[src/hdl/cpu_pkg.sv]
package cpu_pkg;

	// two-operand byte instructions are 10 ooo mmm
	localparam logic [1:0] OPC_TWO_OP = 2'b10;

	// reserved opcode loaded into inst at reset, it refetches the same address
	localparam logic [7:0] OPC_NOP = 8'h00;
	localparam logic [7:0] OPC_LD_XL_IMM = 8'h10;
	localparam logic [7:0] OPC_LDW_Y_IMM = 8'h21;
	localparam logic [7:0] OPC_LDW_Y_D = 8'h22;
	localparam logic [7:0] OPC_LDW_SP_Y = 8'h23;
	localparam logic [7:0] OPC_ST_IY_XL = 8'h30;
	localparam logic [7:0] OPC_JP_IMM = 8'h40;
	localparam logic [7:0] OPC_JP_Y = 8'h41;
	// the low three bits of a relative jump are its branch condition
	localparam logic [7:0] OPC_JR = 8'h50;
	localparam logic [7:0] OPC_JRZ = 8'h51;
	localparam logic [7:0] OPC_JRNZ = 8'h52;
	localparam logic [7:0] OPC_JRC = 8'h53;
	localparam logic [7:0] OPC_JRNC = 8'h54;
	localparam logic [7:0] OPC_JRN = 8'h55;
	localparam logic [7:0] OPC_JRNN = 8'h56;
	localparam logic [7:0] OPC_TRAP = 8'hff;

	localparam logic [2:0] OP2_ADD = 3'b000;
	localparam logic [2:0] OP2_ADC = 3'b001;
	localparam logic [2:0] OP2_SUB = 3'b010;
	localparam logic [2:0] OP2_SBC = 3'b011;
	localparam logic [2:0] OP2_CP = 3'b100;
	localparam logic [2:0] OP2_AND = 3'b101;
	localparam logic [2:0] OP2_OR = 3'b110;
	localparam logic [2:0] OP2_XOR = 3'b111;

	localparam logic [2:0] MODE_XH = 3'b000;
	localparam logic [2:0] MODE_YL = 3'b001;
	localparam logic [2:0] MODE_YH = 3'b010;
	localparam logic [2:0] MODE_ZL = 3'b011;
	localparam logic [2:0] MODE_IMM = 3'b100;
	localparam logic [2:0] MODE_DIR = 3'b101;
	localparam logic [2:0] MODE_ZREL = 3'b110;
	localparam logic [2:0] MODE_SPREL = 3'b111;

	localparam logic [2:0] COND_ALWAYS = 3'd0;
	localparam logic [2:0] COND_Z = 3'd1;
	localparam logic [2:0] COND_NZ = 3'd2;
	localparam logic [2:0] COND_C = 3'd3;
	localparam logic [2:0] COND_NC = 3'd4;
	localparam logic [2:0] COND_N = 3'd5;
	localparam logic [2:0] COND_NN = 3'd6;

	localparam logic [1:0] MEM_NONE = 2'd0;
	localparam logic [1:0] MEM_DIR = 2'd1;
	localparam logic [1:0] MEM_ZREL = 2'd2;
	localparam logic [1:0] MEM_SPREL = 2'd3;

	localparam logic [1:0] REG_X = 2'd0;
	localparam logic [1:0] REG_Y = 2'd1;
	localparam logic [1:0] REG_Z = 2'd2;
	localparam logic [1:0] REG_SP = 2'd3;

	localparam int FLAG_C = 1;
	localparam int FLAG_N = 2;
	localparam int FLAG_Z = 3;

	typedef enum logic [3:0] {ADD, ADC, SUB, SBC, AND, OR, XOR, PASS, SEX} alu_op_t;

	typedef struct packed {
		logic [1:0] length;
		alu_op_t alu_op;
		logic [2:0] src;
		logic is_two_op;
		logic writes_flags;
		logic writes_carry;
		logic discard_result;
		logic [1:0] wr_addr;
		logic [1:0] wr_be;
		logic is_store;
		logic is_jump_abs;
		logic is_jump_y;
		logic [2:0] cond;
		logic is_branch;
		logic [1:0] mem_mode;
		logic is_trap;
	} decoded_t;

endpackage

[src/hdl/regs_if.sv]
`timescale 1ns/1ps

interface regs_if;
	logic [15:0] x;
	logic [15:0] y;
	logic [15:0] z;
	logic [15:0] sp;
	logic [15:0] next_x;
	logic [15:0] next_y;
	logic [15:0] next_z;
	logic [15:0] next_sp;
	logic [1:0] wr_addr;
	logic [15:0] wr_data;
	logic [1:0] wr_en;

	modport store(output x, y, z, sp, next_x, next_y, next_z, next_sp,
		input wr_addr, wr_data, wr_en);
	modport reader(input x, y, z, sp, next_x, next_y, next_z, next_sp);
	modport writer(output wr_addr, wr_data, wr_en, input x, y);
endinterface

[src/hdl/regfile.sv]
`timescale 1ns/1ps

module regfile (
	input logic clk,
	input logic reset,
	regs_if.store regs
);

	// value of one register after the pending byte writes
	function automatic logic [15:0] merge(input logic [15:0] cur, input logic hit,
		input logic [1:0] en, input logic [15:0] data);
		logic [15:0] v;
		v = cur;
		if (hit && en[0])
			v[7:0] = data[7:0];
		if (hit && en[1])
			v[15:8] = data[15:8];
		return v;
	endfunction

	assign regs.next_x = merge(regs.x, regs.wr_addr == cpu_pkg::REG_X, regs.wr_en, regs.wr_data);
	assign regs.next_y = merge(regs.y, regs.wr_addr == cpu_pkg::REG_Y, regs.wr_en, regs.wr_data);
	assign regs.next_z = merge(regs.z, regs.wr_addr == cpu_pkg::REG_Z, regs.wr_en, regs.wr_data);
	assign regs.next_sp = merge(regs.sp, regs.wr_addr == cpu_pkg::REG_SP, regs.wr_en,
		regs.wr_data);

	always_ff @(posedge clk)
	begin
		if (reset)
		begin
			regs.x <= 16'h0000;
			regs.y <= 16'h0000;
			regs.z <= 16'h0000;
			regs.sp <= 16'h0000;
		end
		else
		begin
			regs.x <= regs.next_x;
			regs.y <= regs.next_y;
			regs.z <= regs.next_z;
			regs.sp <= regs.next_sp;
		end
	end

endmodule

[src/hdl/decoder.sv]
`timescale 1ns/1ps

module decoder (
	input logic [7:0] opcode,
	output cpu_pkg::decoded_t dec
);

	always_comb
	begin
		dec = '0;
		dec.length = 2'd1;
		dec.alu_op = cpu_pkg::PASS;
		dec.src = cpu_pkg::MODE_IMM;
		if (opcode[7:6] == cpu_pkg::OPC_TWO_OP)
		begin
			dec.is_two_op = 1'b1;
			dec.writes_flags = 1'b1;
			dec.wr_addr = cpu_pkg::REG_X;
			dec.wr_be = 2'b01;
			dec.src = opcode[2:0];
			case (opcode[5:3])
				cpu_pkg::OP2_ADD: dec.alu_op = cpu_pkg::ADD;
				cpu_pkg::OP2_ADC: dec.alu_op = cpu_pkg::ADC;
				cpu_pkg::OP2_SUB: dec.alu_op = cpu_pkg::SUB;
				cpu_pkg::OP2_SBC: dec.alu_op = cpu_pkg::SBC;
				cpu_pkg::OP2_AND: dec.alu_op = cpu_pkg::AND;
				cpu_pkg::OP2_OR: dec.alu_op = cpu_pkg::OR;
				cpu_pkg::OP2_XOR: dec.alu_op = cpu_pkg::XOR;
				default:
				begin
					// cp is a subtract that only sets the flags
					dec.alu_op = cpu_pkg::SUB;
					dec.discard_result = 1'b1;
				end
			endcase
			dec.writes_carry = !opcode[5] || opcode[5:3] == cpu_pkg::OP2_CP;
			case (opcode[2:0])
				cpu_pkg::MODE_IMM: dec.length = 2'd2;
				cpu_pkg::MODE_DIR:
				begin
					dec.length = 2'd3;
					dec.mem_mode = cpu_pkg::MEM_DIR;
				end
				cpu_pkg::MODE_ZREL:
				begin
					dec.length = 2'd3;
					dec.mem_mode = cpu_pkg::MEM_ZREL;
				end
				cpu_pkg::MODE_SPREL:
				begin
					dec.length = 2'd2;
					dec.mem_mode = cpu_pkg::MEM_SPREL;
				end
				default: dec.length = 2'd1;
			endcase
		end
		else
		begin
			case (opcode)
				cpu_pkg::OPC_NOP: dec.length = 2'd0;
				cpu_pkg::OPC_LD_XL_IMM:
				begin
					dec.length = 2'd2;
					dec.wr_addr = cpu_pkg::REG_X;
					dec.wr_be = 2'b01;
				end
				cpu_pkg::OPC_LDW_Y_IMM:
				begin
					dec.length = 2'd3;
					dec.wr_addr = cpu_pkg::REG_Y;
					dec.wr_be = 2'b11;
				end
				cpu_pkg::OPC_LDW_Y_D:
				begin
					dec.length = 2'd2;
					dec.alu_op = cpu_pkg::SEX;
					dec.wr_addr = cpu_pkg::REG_Y;
					dec.wr_be = 2'b11;
				end
				cpu_pkg::OPC_LDW_SP_Y:
				begin
					// yl mode hands the whole of y to a pass
					dec.src = cpu_pkg::MODE_YL;
					dec.wr_addr = cpu_pkg::REG_SP;
					dec.wr_be = 2'b11;
				end
				cpu_pkg::OPC_ST_IY_XL: dec.is_store = 1'b1;
				cpu_pkg::OPC_JP_IMM:
				begin
					dec.length = 2'd3;
					dec.is_jump_abs = 1'b1;
				end
				cpu_pkg::OPC_JP_Y: dec.is_jump_y = 1'b1;
				cpu_pkg::OPC_JR, cpu_pkg::OPC_JRZ, cpu_pkg::OPC_JRNZ, cpu_pkg::OPC_JRC,
				cpu_pkg::OPC_JRNC, cpu_pkg::OPC_JRN, cpu_pkg::OPC_JRNN:
				begin
					dec.length = 2'd2;
					dec.is_branch = 1'b1;
					dec.cond = opcode[2:0];
				end
				cpu_pkg::OPC_TRAP: dec.is_trap = 1'b1;
				default: dec.length = 2'd1;
			endcase
		end
	end

endmodule

[src/hdl/alu.sv]
`timescale 1ns/1ps

module alu (
	input cpu_pkg::decoded_t dec,
	input logic [15:0] imm,
	input logic [7:0] mem_data,
	input logic carry_in,
	regs_if.reader regs,
	output logic [15:0] result,
	output logic c,
	output logic n,
	output logic z
);

	logic [15:0] src;
	logic [7:0] a;
	logic [8:0] sum;

	assign a = regs.x[7:0];

	// register modes with a low byte pass the full register for 16-bit loads
	always_comb
	begin
		case (dec.src)
			cpu_pkg::MODE_XH: src = {8'h00, regs.x[15:8]};
			cpu_pkg::MODE_YL: src = regs.y;
			cpu_pkg::MODE_YH: src = {8'h00, regs.y[15:8]};
			cpu_pkg::MODE_ZL: src = regs.z;
			cpu_pkg::MODE_IMM: src = imm;
			default: src = {8'h00, mem_data};
		endcase
	end

	// bit 8 is the carry for add and the borrow for subtract
	always_comb
	begin
		case (dec.alu_op)
			cpu_pkg::ADD: sum = {1'b0, a} + {1'b0, src[7:0]};
			cpu_pkg::ADC: sum = {1'b0, a} + {1'b0, src[7:0]} + {8'h00, carry_in};
			cpu_pkg::SUB: sum = {1'b0, a} - {1'b0, src[7:0]};
			cpu_pkg::SBC: sum = {1'b0, a} - {1'b0, src[7:0]} - {8'h00, carry_in};
			cpu_pkg::AND: sum = {1'b0, a & src[7:0]};
			cpu_pkg::OR: sum = {1'b0, a | src[7:0]};
			cpu_pkg::XOR: sum = {1'b0, a ^ src[7:0]};
			default: sum = {1'b0, src[7:0]};
		endcase
	end

	always_comb
	begin
		if (dec.is_two_op)
			result = {8'h00, sum[7:0]};
		else if (dec.alu_op == cpu_pkg::SEX)
			result = {{8{src[7]}}, src[7:0]};
		else
			result = src;
	end

	assign c = sum[8];
	assign n = result[7];
	assign z = result[7:0] == 8'h00;

endmodule

[src/hdl/addr_unit.sv]
`timescale 1ns/1ps

module addr_unit #(
	parameter logic [15:0] RESET_PC = 16'h4000
) (
	input logic clk,
	input logic reset,
	input logic stall,
	input cpu_pkg::decoded_t dec,
	input logic [23:0] inst,
	input logic [7:0] flags,
	regs_if.reader regs,
	output logic [15:0] pc,
	output logic [15:0] next_pc,
	output logic [15:0] dread_addr
);

	logic taken;
	logic [15:0] disp;

	assign disp = {{8{inst[15]}}, inst[15:8]};

	always_comb
	begin
		case (dec.cond)
			cpu_pkg::COND_ALWAYS: taken = 1'b1;
			cpu_pkg::COND_Z: taken = flags[cpu_pkg::FLAG_Z];
			cpu_pkg::COND_NZ: taken = !flags[cpu_pkg::FLAG_Z];
			cpu_pkg::COND_C: taken = flags[cpu_pkg::FLAG_C];
			cpu_pkg::COND_NC: taken = !flags[cpu_pkg::FLAG_C];
			cpu_pkg::COND_N: taken = flags[cpu_pkg::FLAG_N];
			cpu_pkg::COND_NN: taken = !flags[cpu_pkg::FLAG_N];
			default: taken = 1'b0;
		endcase
	end

	// a taken relative jump counts from the jump itself, not from the next instruction
	always_comb
	begin
		if (dec.is_trap)
			next_pc = pc;
		else if (dec.is_jump_abs)
			next_pc = inst[23:8];
		else if (dec.is_jump_y)
			next_pc = regs.next_y;
		else if (dec.is_branch && taken)
			next_pc = pc + disp;
		else
			next_pc = pc + {14'h0000, dec.length};
	end

	always_comb
	begin
		case (dec.mem_mode)
			cpu_pkg::MEM_DIR: dread_addr = inst[23:8];
			cpu_pkg::MEM_ZREL: dread_addr = regs.z + inst[23:8];
			cpu_pkg::MEM_SPREL: dread_addr = regs.sp + {8'h00, inst[15:8]};
			default: dread_addr = 16'h0000;
		endcase
	end

	always_ff @(posedge clk)
	begin
		if (reset)
			pc <= RESET_PC;
		else if (!stall)
			pc <= next_pc;
	end

endmodule

[src/hdl/retire_unit.sv]
`timescale 1ns/1ps

module retire_unit (
	input logic clk,
	input logic reset,
	input logic stall,
	input cpu_pkg::decoded_t dec,
	input logic [15:0] result,
	input logic c,
	input logic n,
	input logic z,
	regs_if.writer regs,
	output logic [7:0] flags,
	output logic [15:0] dwrite_addr,
	output logic [15:0] dwrite_data,
	output logic dwrite_en,
	output logic trap
);

	logic commit;

	assign commit = !stall;

	assign regs.wr_addr = dec.wr_addr;
	assign regs.wr_data = result;
	assign regs.wr_en = (commit && !dec.discard_result) ? dec.wr_be : 2'b00;

	assign dwrite_en = commit && dec.is_store;
	assign dwrite_addr = regs.y;
	assign dwrite_data = {8'h00, regs.x[7:0]};

	// logic operations leave the carry alone
	always_ff @(posedge clk)
	begin
		if (reset)
			flags <= 8'h00;
		else if (commit && dec.writes_flags)
		begin
			flags[cpu_pkg::FLAG_N] <= n;
			flags[cpu_pkg::FLAG_Z] <= z;
			if (dec.writes_carry)
				flags[cpu_pkg::FLAG_C] <= c;
		end
	end

	always_ff @(posedge clk)
	begin
		if (reset)
			trap <= 1'b0;
		else if (commit && dec.is_trap)
			trap <= 1'b1;
	end

endmodule

[src/hdl/cpu_core.sv]
`timescale 1ns/1ps

module cpu_core #(
	parameter logic [15:0] RESET_PC = 16'h4000
) (
	input logic clk,
	input logic reset,
	output logic [15:0] iread_addr,
	input logic [23:0] iread_data,
	input logic ivalid,
	output logic [15:0] dread_addr,
	input logic [15:0] dread_data,
	output logic [15:0] dwrite_addr,
	output logic [15:0] dwrite_data,
	output logic dwrite_en,
	output logic trap
);

	regs_if regs ();

	cpu_pkg::decoded_t dec;
	logic [23:0] inst;
	logic stall;
	logic [15:0] next_pc;
	logic [15:0] result;
	logic c;
	logic n;
	logic z;
	logic [7:0] flags;

	// nothing commits without valid fetch data, and nothing at all after a trap
	assign stall = !ivalid || trap;
	assign iread_addr = next_pc;

	always_ff @(posedge clk)
	begin
		if (reset)
			inst <= {16'h0000, cpu_pkg::OPC_NOP};
		else if (!stall)
			inst <= iread_data;
	end

	regfile regfile0 (.clk(clk), .reset(reset), .regs(regs.store));

	decoder decoder0 (.opcode(inst[7:0]), .dec(dec));

	alu alu0 (.dec(dec), .imm(inst[23:8]), .mem_data(dread_data[7:0]),
		.carry_in(flags[cpu_pkg::FLAG_C]), .regs(regs.reader), .result(result),
		.c(c), .n(n), .z(z));

	addr_unit #(.RESET_PC(RESET_PC)) addr_unit0 (.clk(clk), .reset(reset), .stall(stall),
		.dec(dec), .inst(inst), .flags(flags), .regs(regs.reader), .pc(),
		.next_pc(next_pc), .dread_addr(dread_addr));

	retire_unit retire_unit0 (.clk(clk), .reset(reset), .stall(stall), .dec(dec),
		.result(result), .c(c), .n(n), .z(z), .regs(regs.writer), .flags(flags),
		.dwrite_addr(dwrite_addr), .dwrite_data(dwrite_data), .dwrite_en(dwrite_en),
		.trap(trap));

endmodule

[config.mk]
export PLATFORM = sky130hd
export DESIGN_NAME = cpu_core
export DESIGN_NICKNAME = d
export VERILOG_FILES = /design/src/hdl/cpu_pkg.sv /design/src/hdl/regs_if.sv /design/src/hdl/regfile.sv /design/src/hdl/decoder.sv /design/src/hdl/alu.sv /design/src/hdl/addr_unit.sv /design/src/hdl/retire_unit.sv /design/src/hdl/cpu_core.sv
export SDC_FILE = /design/constraint.sdc
export NUM_CORES = 1
export LEC_CHECK = 0
export BUFFER_PORTS_ARGS = -buffer_cell sky130_fd_sc_hd__buf_4
export CAP_MARGIN = 20
export CORE_UTILIZATION = 35
export DETAILED_ROUTE_END_ITERATION = 16
export PLACE_DENSITY = 0.6
export SYNTH_ARGS = -nofsm -noshare
export SYNTH_HDL_FRONTEND = slang
export SYNTH_HIERARCHICAL = 1
export SYNTH_SLANG_ARGS = --single-unit
export TNS_END_PERCENT = 20
[constraint.sdc]
create_clock -name clk -period 9 [get_ports clk]
set_input_delay 1.8 -clock clk [delete_from_list [all_inputs] [get_ports clk]]
set_output_delay 1.8 -clock clk [all_outputs]
set_load 0.01 [all_outputs]
==> metrics.cfg, run 1 <==
[logic_synthesis]
synth_area_per_cell_um2=8.09
yosysWarnings=6
syn_inst=1342
synth_area_um2=10900

[timing]
fin_tns_setup_ns=0
timing.final.ws_setup_ns=0.611
hold_violations=0
finalCriticalPeriod_ns=8.39
setup_violations=0
final-max-slew-violation-count=0
max_slew_margin=0.281
skew_ns=0.0133
max_freq_ghz=0.119
post-route-period-util=0.932
worst_pin_slew_ns=1.08
rsz0062_at_grt=false

[cells_and_area]
stdcell_count=1745
layout.nets=1460
regArea_um2=2160
fillers=3146
syn_to_final_growth_pct=8.70
finalInstanceArea_um2=11800
multi_input_area_um2=7760
n_antenna_cell=0
drive_above_1_share=0.164

[place]
place_inst=1729
gp_congestion=0.907
dp_hpwl_um=25100
port_buffers=92
placed_area_um2=11500
pre_cts_ws_ns=0.891

[clock_network]
clk_path_buf_depth=2
post_cts_resized=0
numCtsBuffers=9
cts_root_buffer=clkbuf_16
cts_sinks=108
path_clk_slew_ns=0.08
htreeDepth=3
cts_tree=done
cts_hold_buf=0
cts_setup_buffers=0
clk_latency_ns=0.37

[floorplanning]
ioPinCount=109
fp.dieH_um=178
dieArea_um2=31700
initial_core_util=0.356
die_w_um=178
std_cell_rows=64
core_area_um2=30500

[run_status]
status=complete, no violations

[drt]
wl_per_cell_um=18.5
totalWireLength_um=32200
vias=9566
detail-route-antenna-nets=0
viasPerCell=5.48
drt_iter0_markers=825
drcViolationCount=0
firstDrtPassIters=5

[setup_path]
endpoint_kind=output port
required_ns=7.20
worstPathArrival_ns=6.59
cp_max_fo=15
slowest_stage=ha_1
crit_type=register to output port
crit_path_max_incr_delay_ns=0.55
start_kind=register

[pwr]
vdd_drop_max_mv=0.0836
p_clk_frac=0.342
cellPowerDensity_nw_per_um2=110
p_int_uw=862
switching_share=0.334
pwr-share-comb=0.262
power.switching_uw=432
seqPwrFrac=0.396
p_leak_uw=0.00498

[global_routing]
grt_pass1_wl_um=50200
antenna_found_initial=0
grt_use_total=0.204
grt_pass1_vias=8990
grt_max_degree=84
gr-total-overflow=0

[hold_path]
hold_class=register to register

[job]
cap_violations=0

-- flip-flops by register name, summed over array words and instances (netlist names) --
signal and cells:
regfile0/regs.sp 16, regfile0/regs.y 16, retire_unit0/trap 1, retire_unit0/flags 3, addr_unit0/pc 16, inst 24
regfile0/regs.x 16, regfile0/regs.z 16
-- worst max-delay path: cells and delay by family (launching register included) --
kind,cells,cell delay (ns)
AOI/OAI and AO/OA,11,1.83
and+or+nand+nor,7,1.63
buffers and inverters,6,0.99
adders and majority gates,1,0.55
DFF,1,0.48
xor gates and xnor gates,2,0.42
muxes,1,0.31
-- layer usage --
layer,track usage,vias to the layer above,part of all wire
li1,-,4762,-
met1,0.297,4543,0.51
met2,0.317,235,0.44
met3,0.0249,26,0.043
met4,0.0431,0,0.014
met5,0,-,0
-- power by group through the flow --
stage               clock network, µW  logic, µW  registers (µW)
global route                      465        375             515
detailed placement                  0        335             523
CTS                               449        338             512
floorplan                           0        261             511
finish                            442        339             513
global placement                    0        332             523
-- metrics by stage --
| stage | total power, µW | hold WS, ns | utilization |
|---|---|---|---|
| floorplan | 772 | 0.448 | - |
| global placement | 855 | 0.457 | 0.376 |
| detailed placement | 858 | 0.473 | 0.376 |
| CTS | 1300 | 0.485 | 0.387 |
| global route | 1350 | 0.506 | 0.387 |
| finish | 1290 | 0.480 | 0.387 |
-- worst paths after layout --
check                                      start                             end  slack [ns]  cells after the start
setup / recovery            inst[5]$_SDFFE_PP0N_                   iread_addr[6]        0.61                     28
hold / removal    regfile0/regs.x[10]$_SDFF_PP0_  regfile0/regs.x[10]$_SDFF_PP0_        0.48                      2
hold reg to reg   regfile0/regs.x[10]$_SDFF_PP0_  regfile0/regs.x[10]$_SDFF_PP0_        0.48                      2
setup reg to reg            inst[5]$_SDFFE_PP0N_   addr_unit0/pc[6]$_SDFFE_PP0N_        2.78                     27
-- cell type report --
cell class | count | share of cell area
Multi-Input combinational cell | 1058 | 0.658
Sequential cell | 108 | 0.183
Timing Repair Buffer | 114 | 0.0725
Tap cell | 396 | 0.0420
Clock buffer | 10 | 0.0203
Inverter | 53 | 0.0169
Clock inverter | 6 | 0.00711
-- placed cells by master (no fill, tap or decap), drive strengths merged, types with 12 or more instances in the layout --
| cell | instances |
|---|---|
| xnor2 | 29 |
| nor2 | 94 |
| a22oi | 12 |
| a21o | 14 |
| mux2i | 92 |
| o22ai | 12 |
| mux2 | 31 |
| nor3 | 23 |
| and3 | 16 |
| inv | 52 |
| ha | 68 |
| xor2 | 20 |
| buf | 114 |
| o21ai | 86 |
| nor2b | 19 |
| a21oi | 83 |
| a211oi | 18 |
| nand3 | 26 |
| nand2b | 124 |
| nand2 | 69 |
| nand4bb | 25 |
| dfxtp | 108 |
Note: power is estimated with default switching activity, not from simulation.
==> run 2, diff against run 1 <==
--- a/config.mk
+++ b/config.mk
@@ -7,11 +7,11 @@
 export LEC_CHECK = 0
 export BUFFER_PORTS_ARGS = -buffer_cell sky130_fd_sc_hd__buf_4
 export CAP_MARGIN = 20
+export CORE_MARGIN = 3
 export CORE_UTILIZATION = 35
 export DETAILED_ROUTE_END_ITERATION = 16
-export PLACE_DENSITY = 0.6
+export PLACE_DENSITY = 0.61
 export SYNTH_ARGS = -nofsm -noshare
 export SYNTH_HDL_FRONTEND = slang
-export SYNTH_HIERARCHICAL = 1
 export SYNTH_SLANG_ARGS = --single-unit
 export TNS_END_PERCENT = 20
==> run 2 against run 1 <==
Compared with the run above:
- clock power grew 7.9%
- final cell count decreased by 9.2%
- register-to-register slack better by 0.21 ns
- via count shrank 7.1%
- count of clock-buffer cells in the layout fell by 1
- sequential share of layout area grew 2.8 points
- fmax grew 13%
- setup slack better by 0.95 ns
- critical path depth shrank 9
- critical path type unchanged
==> metrics.cfg, run 2 <==
[pwr]
p_leak_uw=0.00444  ; was 0.00498 µW
vdd_drop_max_mv=0.0793  ; was 0.0836 mV
total_power_uw=1260  ; was 1290 µW
cellPowerDensity_nw_per_um2=123  ; was 110 nW/µm²

[global_routing]
gr-total-overflow=0  ; unchanged
grt_pass1_vias=8307  ; was 8990
use_met2=0.343  ; was 0.317
grt_use_met1=0.280  ; was 0.297
grt_pass1_wl_um=46600  ; was 50200 µm
use_met3=0.0197  ; was 0.0249
top_usage_layer=met2  ; unchanged
grt_max_degree=70  ; was 84
grt_use_total=0.208  ; was 0.204
antenna_found_initial=0  ; unchanged

[cells_and_area]
stdcell_count=1585  ; was 1745
largest-register=inst  ; unchanged
layout.nets=1364  ; was 1460
largest_register_ffs=24  ; unchanged
fillers=2614  ; was 3146
mostFrequentLayoutCell=nand2_1  ; was nand2b_1
layout_common_cells=nand2_1 (151), nor2_1 (134), a21oi_1 (119)  ; was nand2b_1 (124), buf_4 (114), dfxtp_1 (108)
syn_to_final_growth_pct=13.0  ; was 8.70%
drive_above_1_share=0.121  ; was 0.164
finalInstanceArea_um2=10200  ; was 11800 µm²
n_antenna_cell=0  ; unchanged

[drt]
firstDrtPassIters=5  ; unchanged
totalWireLength_um=30200  ; was 32200 µm
drt_iter0_markers=743  ; was 825
drcViolationCount=0  ; unchanged
detail-route-antenna-nets=0  ; unchanged
viasPerCell=5.61  ; was 5.48
vias=8884  ; was 9566
wl_per_cell_um=19.0  ; was 18.5 µm

[logic_synthesis]
synth_most_common_cell=nand2_1
synth_area_per_cell_um2=7.54  ; was 8.09 µm²
ys_async_sr_fraction=0
post-synth-top-area-cell=dfxtp_1
synth_area_leaders=dfxtp_1 (24%), ha_1 (9.1%), a21oi_1 (6.6%)
synth_ff_type=dfxtp_1
syn_inst=1203  ; was 1342
netlist.area_leader.share=0.238
yosysWarnings=0  ; was 6
ys_seq_area_frac=0.238
synth_area_um2=9070  ; was 10900 µm²
synth-edff-count=0
synth_common_cells=nand2_1 (151), nor2_1 (134), a21oi_1 (119)
ys_types=90
ys_ff_latch=108

[timing]
finalCriticalPeriod_ns=7.44  ; was 8.39 ns
worst_pin_slew_ns=1.05  ; was 1.08 ns
final-max-slew-violation-count=0  ; unchanged
hold_violations=0  ; unchanged
max_slew_margin=0.300  ; was 0.281
max_freq_ghz=0.134  ; was 0.119 GHz
rsz0062_at_grt=false  ; unchanged
holdWs_ns=0.471  ; was 0.480 ns
fin_tns_setup_ns=0  ; unchanged
post-route-period-util=0.827  ; was 0.932
setup_violations=0  ; unchanged
skew_ns=0.00984  ; was 0.0133 ns

[place]
place_inst=1569  ; was 1729
dp_hpwl_um=22800  ; was 25100 µm
placed_area_um2=9900  ; was 11500 µm²
port_buffers=92  ; unchanged
gp_congestion=0.906  ; was 0.907

[job]
cap_violations=0  ; unchanged

[clock_network]
post_cts_resized=0  ; unchanged
cts_sinks=108  ; unchanged
numCtsBuffers=9  ; unchanged
clk_latency_ns=0.36  ; was 0.37 ns
path_clk_slew_ns=0.08  ; about the same
cts_hold_buf=0  ; unchanged
clk_path_buf_depth=2  ; unchanged
cts_setup_buffers=0  ; unchanged
htreeDepth=3  ; unchanged
cts_root_buffer=clkbuf_16  ; unchanged
cts_tree=done  ; unchanged

[setup_path]
start_kind=register  ; unchanged
critical-path-top-delay-family=compound AO/OA/AOI/OAI gates  ; unchanged
crit_path_max_incr_delay_ns=0.61  ; was 0.55 ns
path_buf_inv=2  ; was 6
critical_path.most_common_cell=a21oi_1
required_ns=7.20  ; about the same
crit_chain=nor2b_4 > nand2b_2 > o21ai_2 > a21oi_1 > o21ai_0 > o21a_1 > ha_1 > inv_1 > fa_1 > xnor2_1 > xnor2_1 > o211ai_1 > o21ai_0 > a22oi_2 > mux2i_1 > a21oi_1 > a21oi_1 > a21oi_1 > buf_4
slowest_stage=o21ai_2  ; was ha_1
cp_max_fo=16  ; was 15
crit_type=register to output port  ; unchanged
worstPathArrival_ns=5.64  ; was 6.59 ns
endpoint_kind=output port  ; unchanged

[floorplanning]
core_area_um2=25300  ; was 30500 µm²
fp.dieH_um=167  ; was 178 µm
std_cell_rows=58  ; was 64
ioPinCount=109  ; unchanged
dieArea_um2=27900  ; was 31700 µm²
die_w_um=167  ; was 178 µm
initial_core_util=0.358  ; was 0.356

[run_status]
status=complete, no violations  ; unchanged

[hold_path]
hold_class=register to register  ; unchanged

## run 2: cells by family (layout without fill, tap and decap cells)
group                      Yosys count  after routing  synth area share
other                                1              8          0.000413
DFF                                108            108             0.238
AOI/OAI and AO/OA                  356            356             0.259
xor gates and xnor gates            52             52            0.0510
muxes                               52             52            0.0577
buffers and inverters              115            160            0.0599
adders and majority gates           71             71             0.102
and+or+nand+nor                    448            448             0.232
## run 2: per-layer routing
metal / share of wire / up-vias
met4: 0.035 / 0
met1: 0.45 / 4178
met3: 0.045 / 54
met5: 0 / -
li1: - / 4382
met2: 0.47 / 270
## run 2: final timing paths
path / from / to / slack (ns) / cells past startpoint
setup / recovery: inst[7]$_SDFFE_PP0P_ / iread_addr[2] / 1.56 / 19
setup reg to reg: inst[7]$_SDFFE_PP0P_ / retire_unit0.flags[3]$_SDFFE_PP0P_ / 2.99 / 20
hold reg to reg: regfile0.regs.x[10]$_SDFFE_PP0P_ / regfile0.regs.x[10]$_SDFFE_PP0P_ / 0.47 / 1
hold / removal: regfile0.regs.x[10]$_SDFFE_PP0P_ / regfile0.regs.x[10]$_SDFFE_PP0P_ / 0.47 / 1
## run 2: final cells by class
cell class / instances / area (µm²) / area share
clock buffers: 9 / 225 / 0.0220
clock inverters: 7 / 128 / 0.0125
inverters: 41 / 154 / 0.0150
multi-input cells: 987 / 6390 / 0.624
flip-flops and latches: 108 / 2160 / 0.211
well taps: 330 / 413 / 0.0403
repair buffers: 103 / 773 / 0.0754
## run 2: power by group
| group | switching (µW) | leakage (µW) | internal, µW |
|---|---|---|---|
| Clock | 199 | 0.000173 | 277 |
| Combinational | 172 | 0.00339 | 105 |
| Sequential | 21.7 | 0.000877 | 489 |
| Total | 393 | 0.00444 | 871 |
## run 2: through the flow
stage	util	setup WS (ns)
after floorplan	-	3.05
after global placement	0.390	1.98
after detailed placement	0.391	2.05
after CTS	0.405	1.65
after global routing	0.405	1.06
final	0.405	1.56
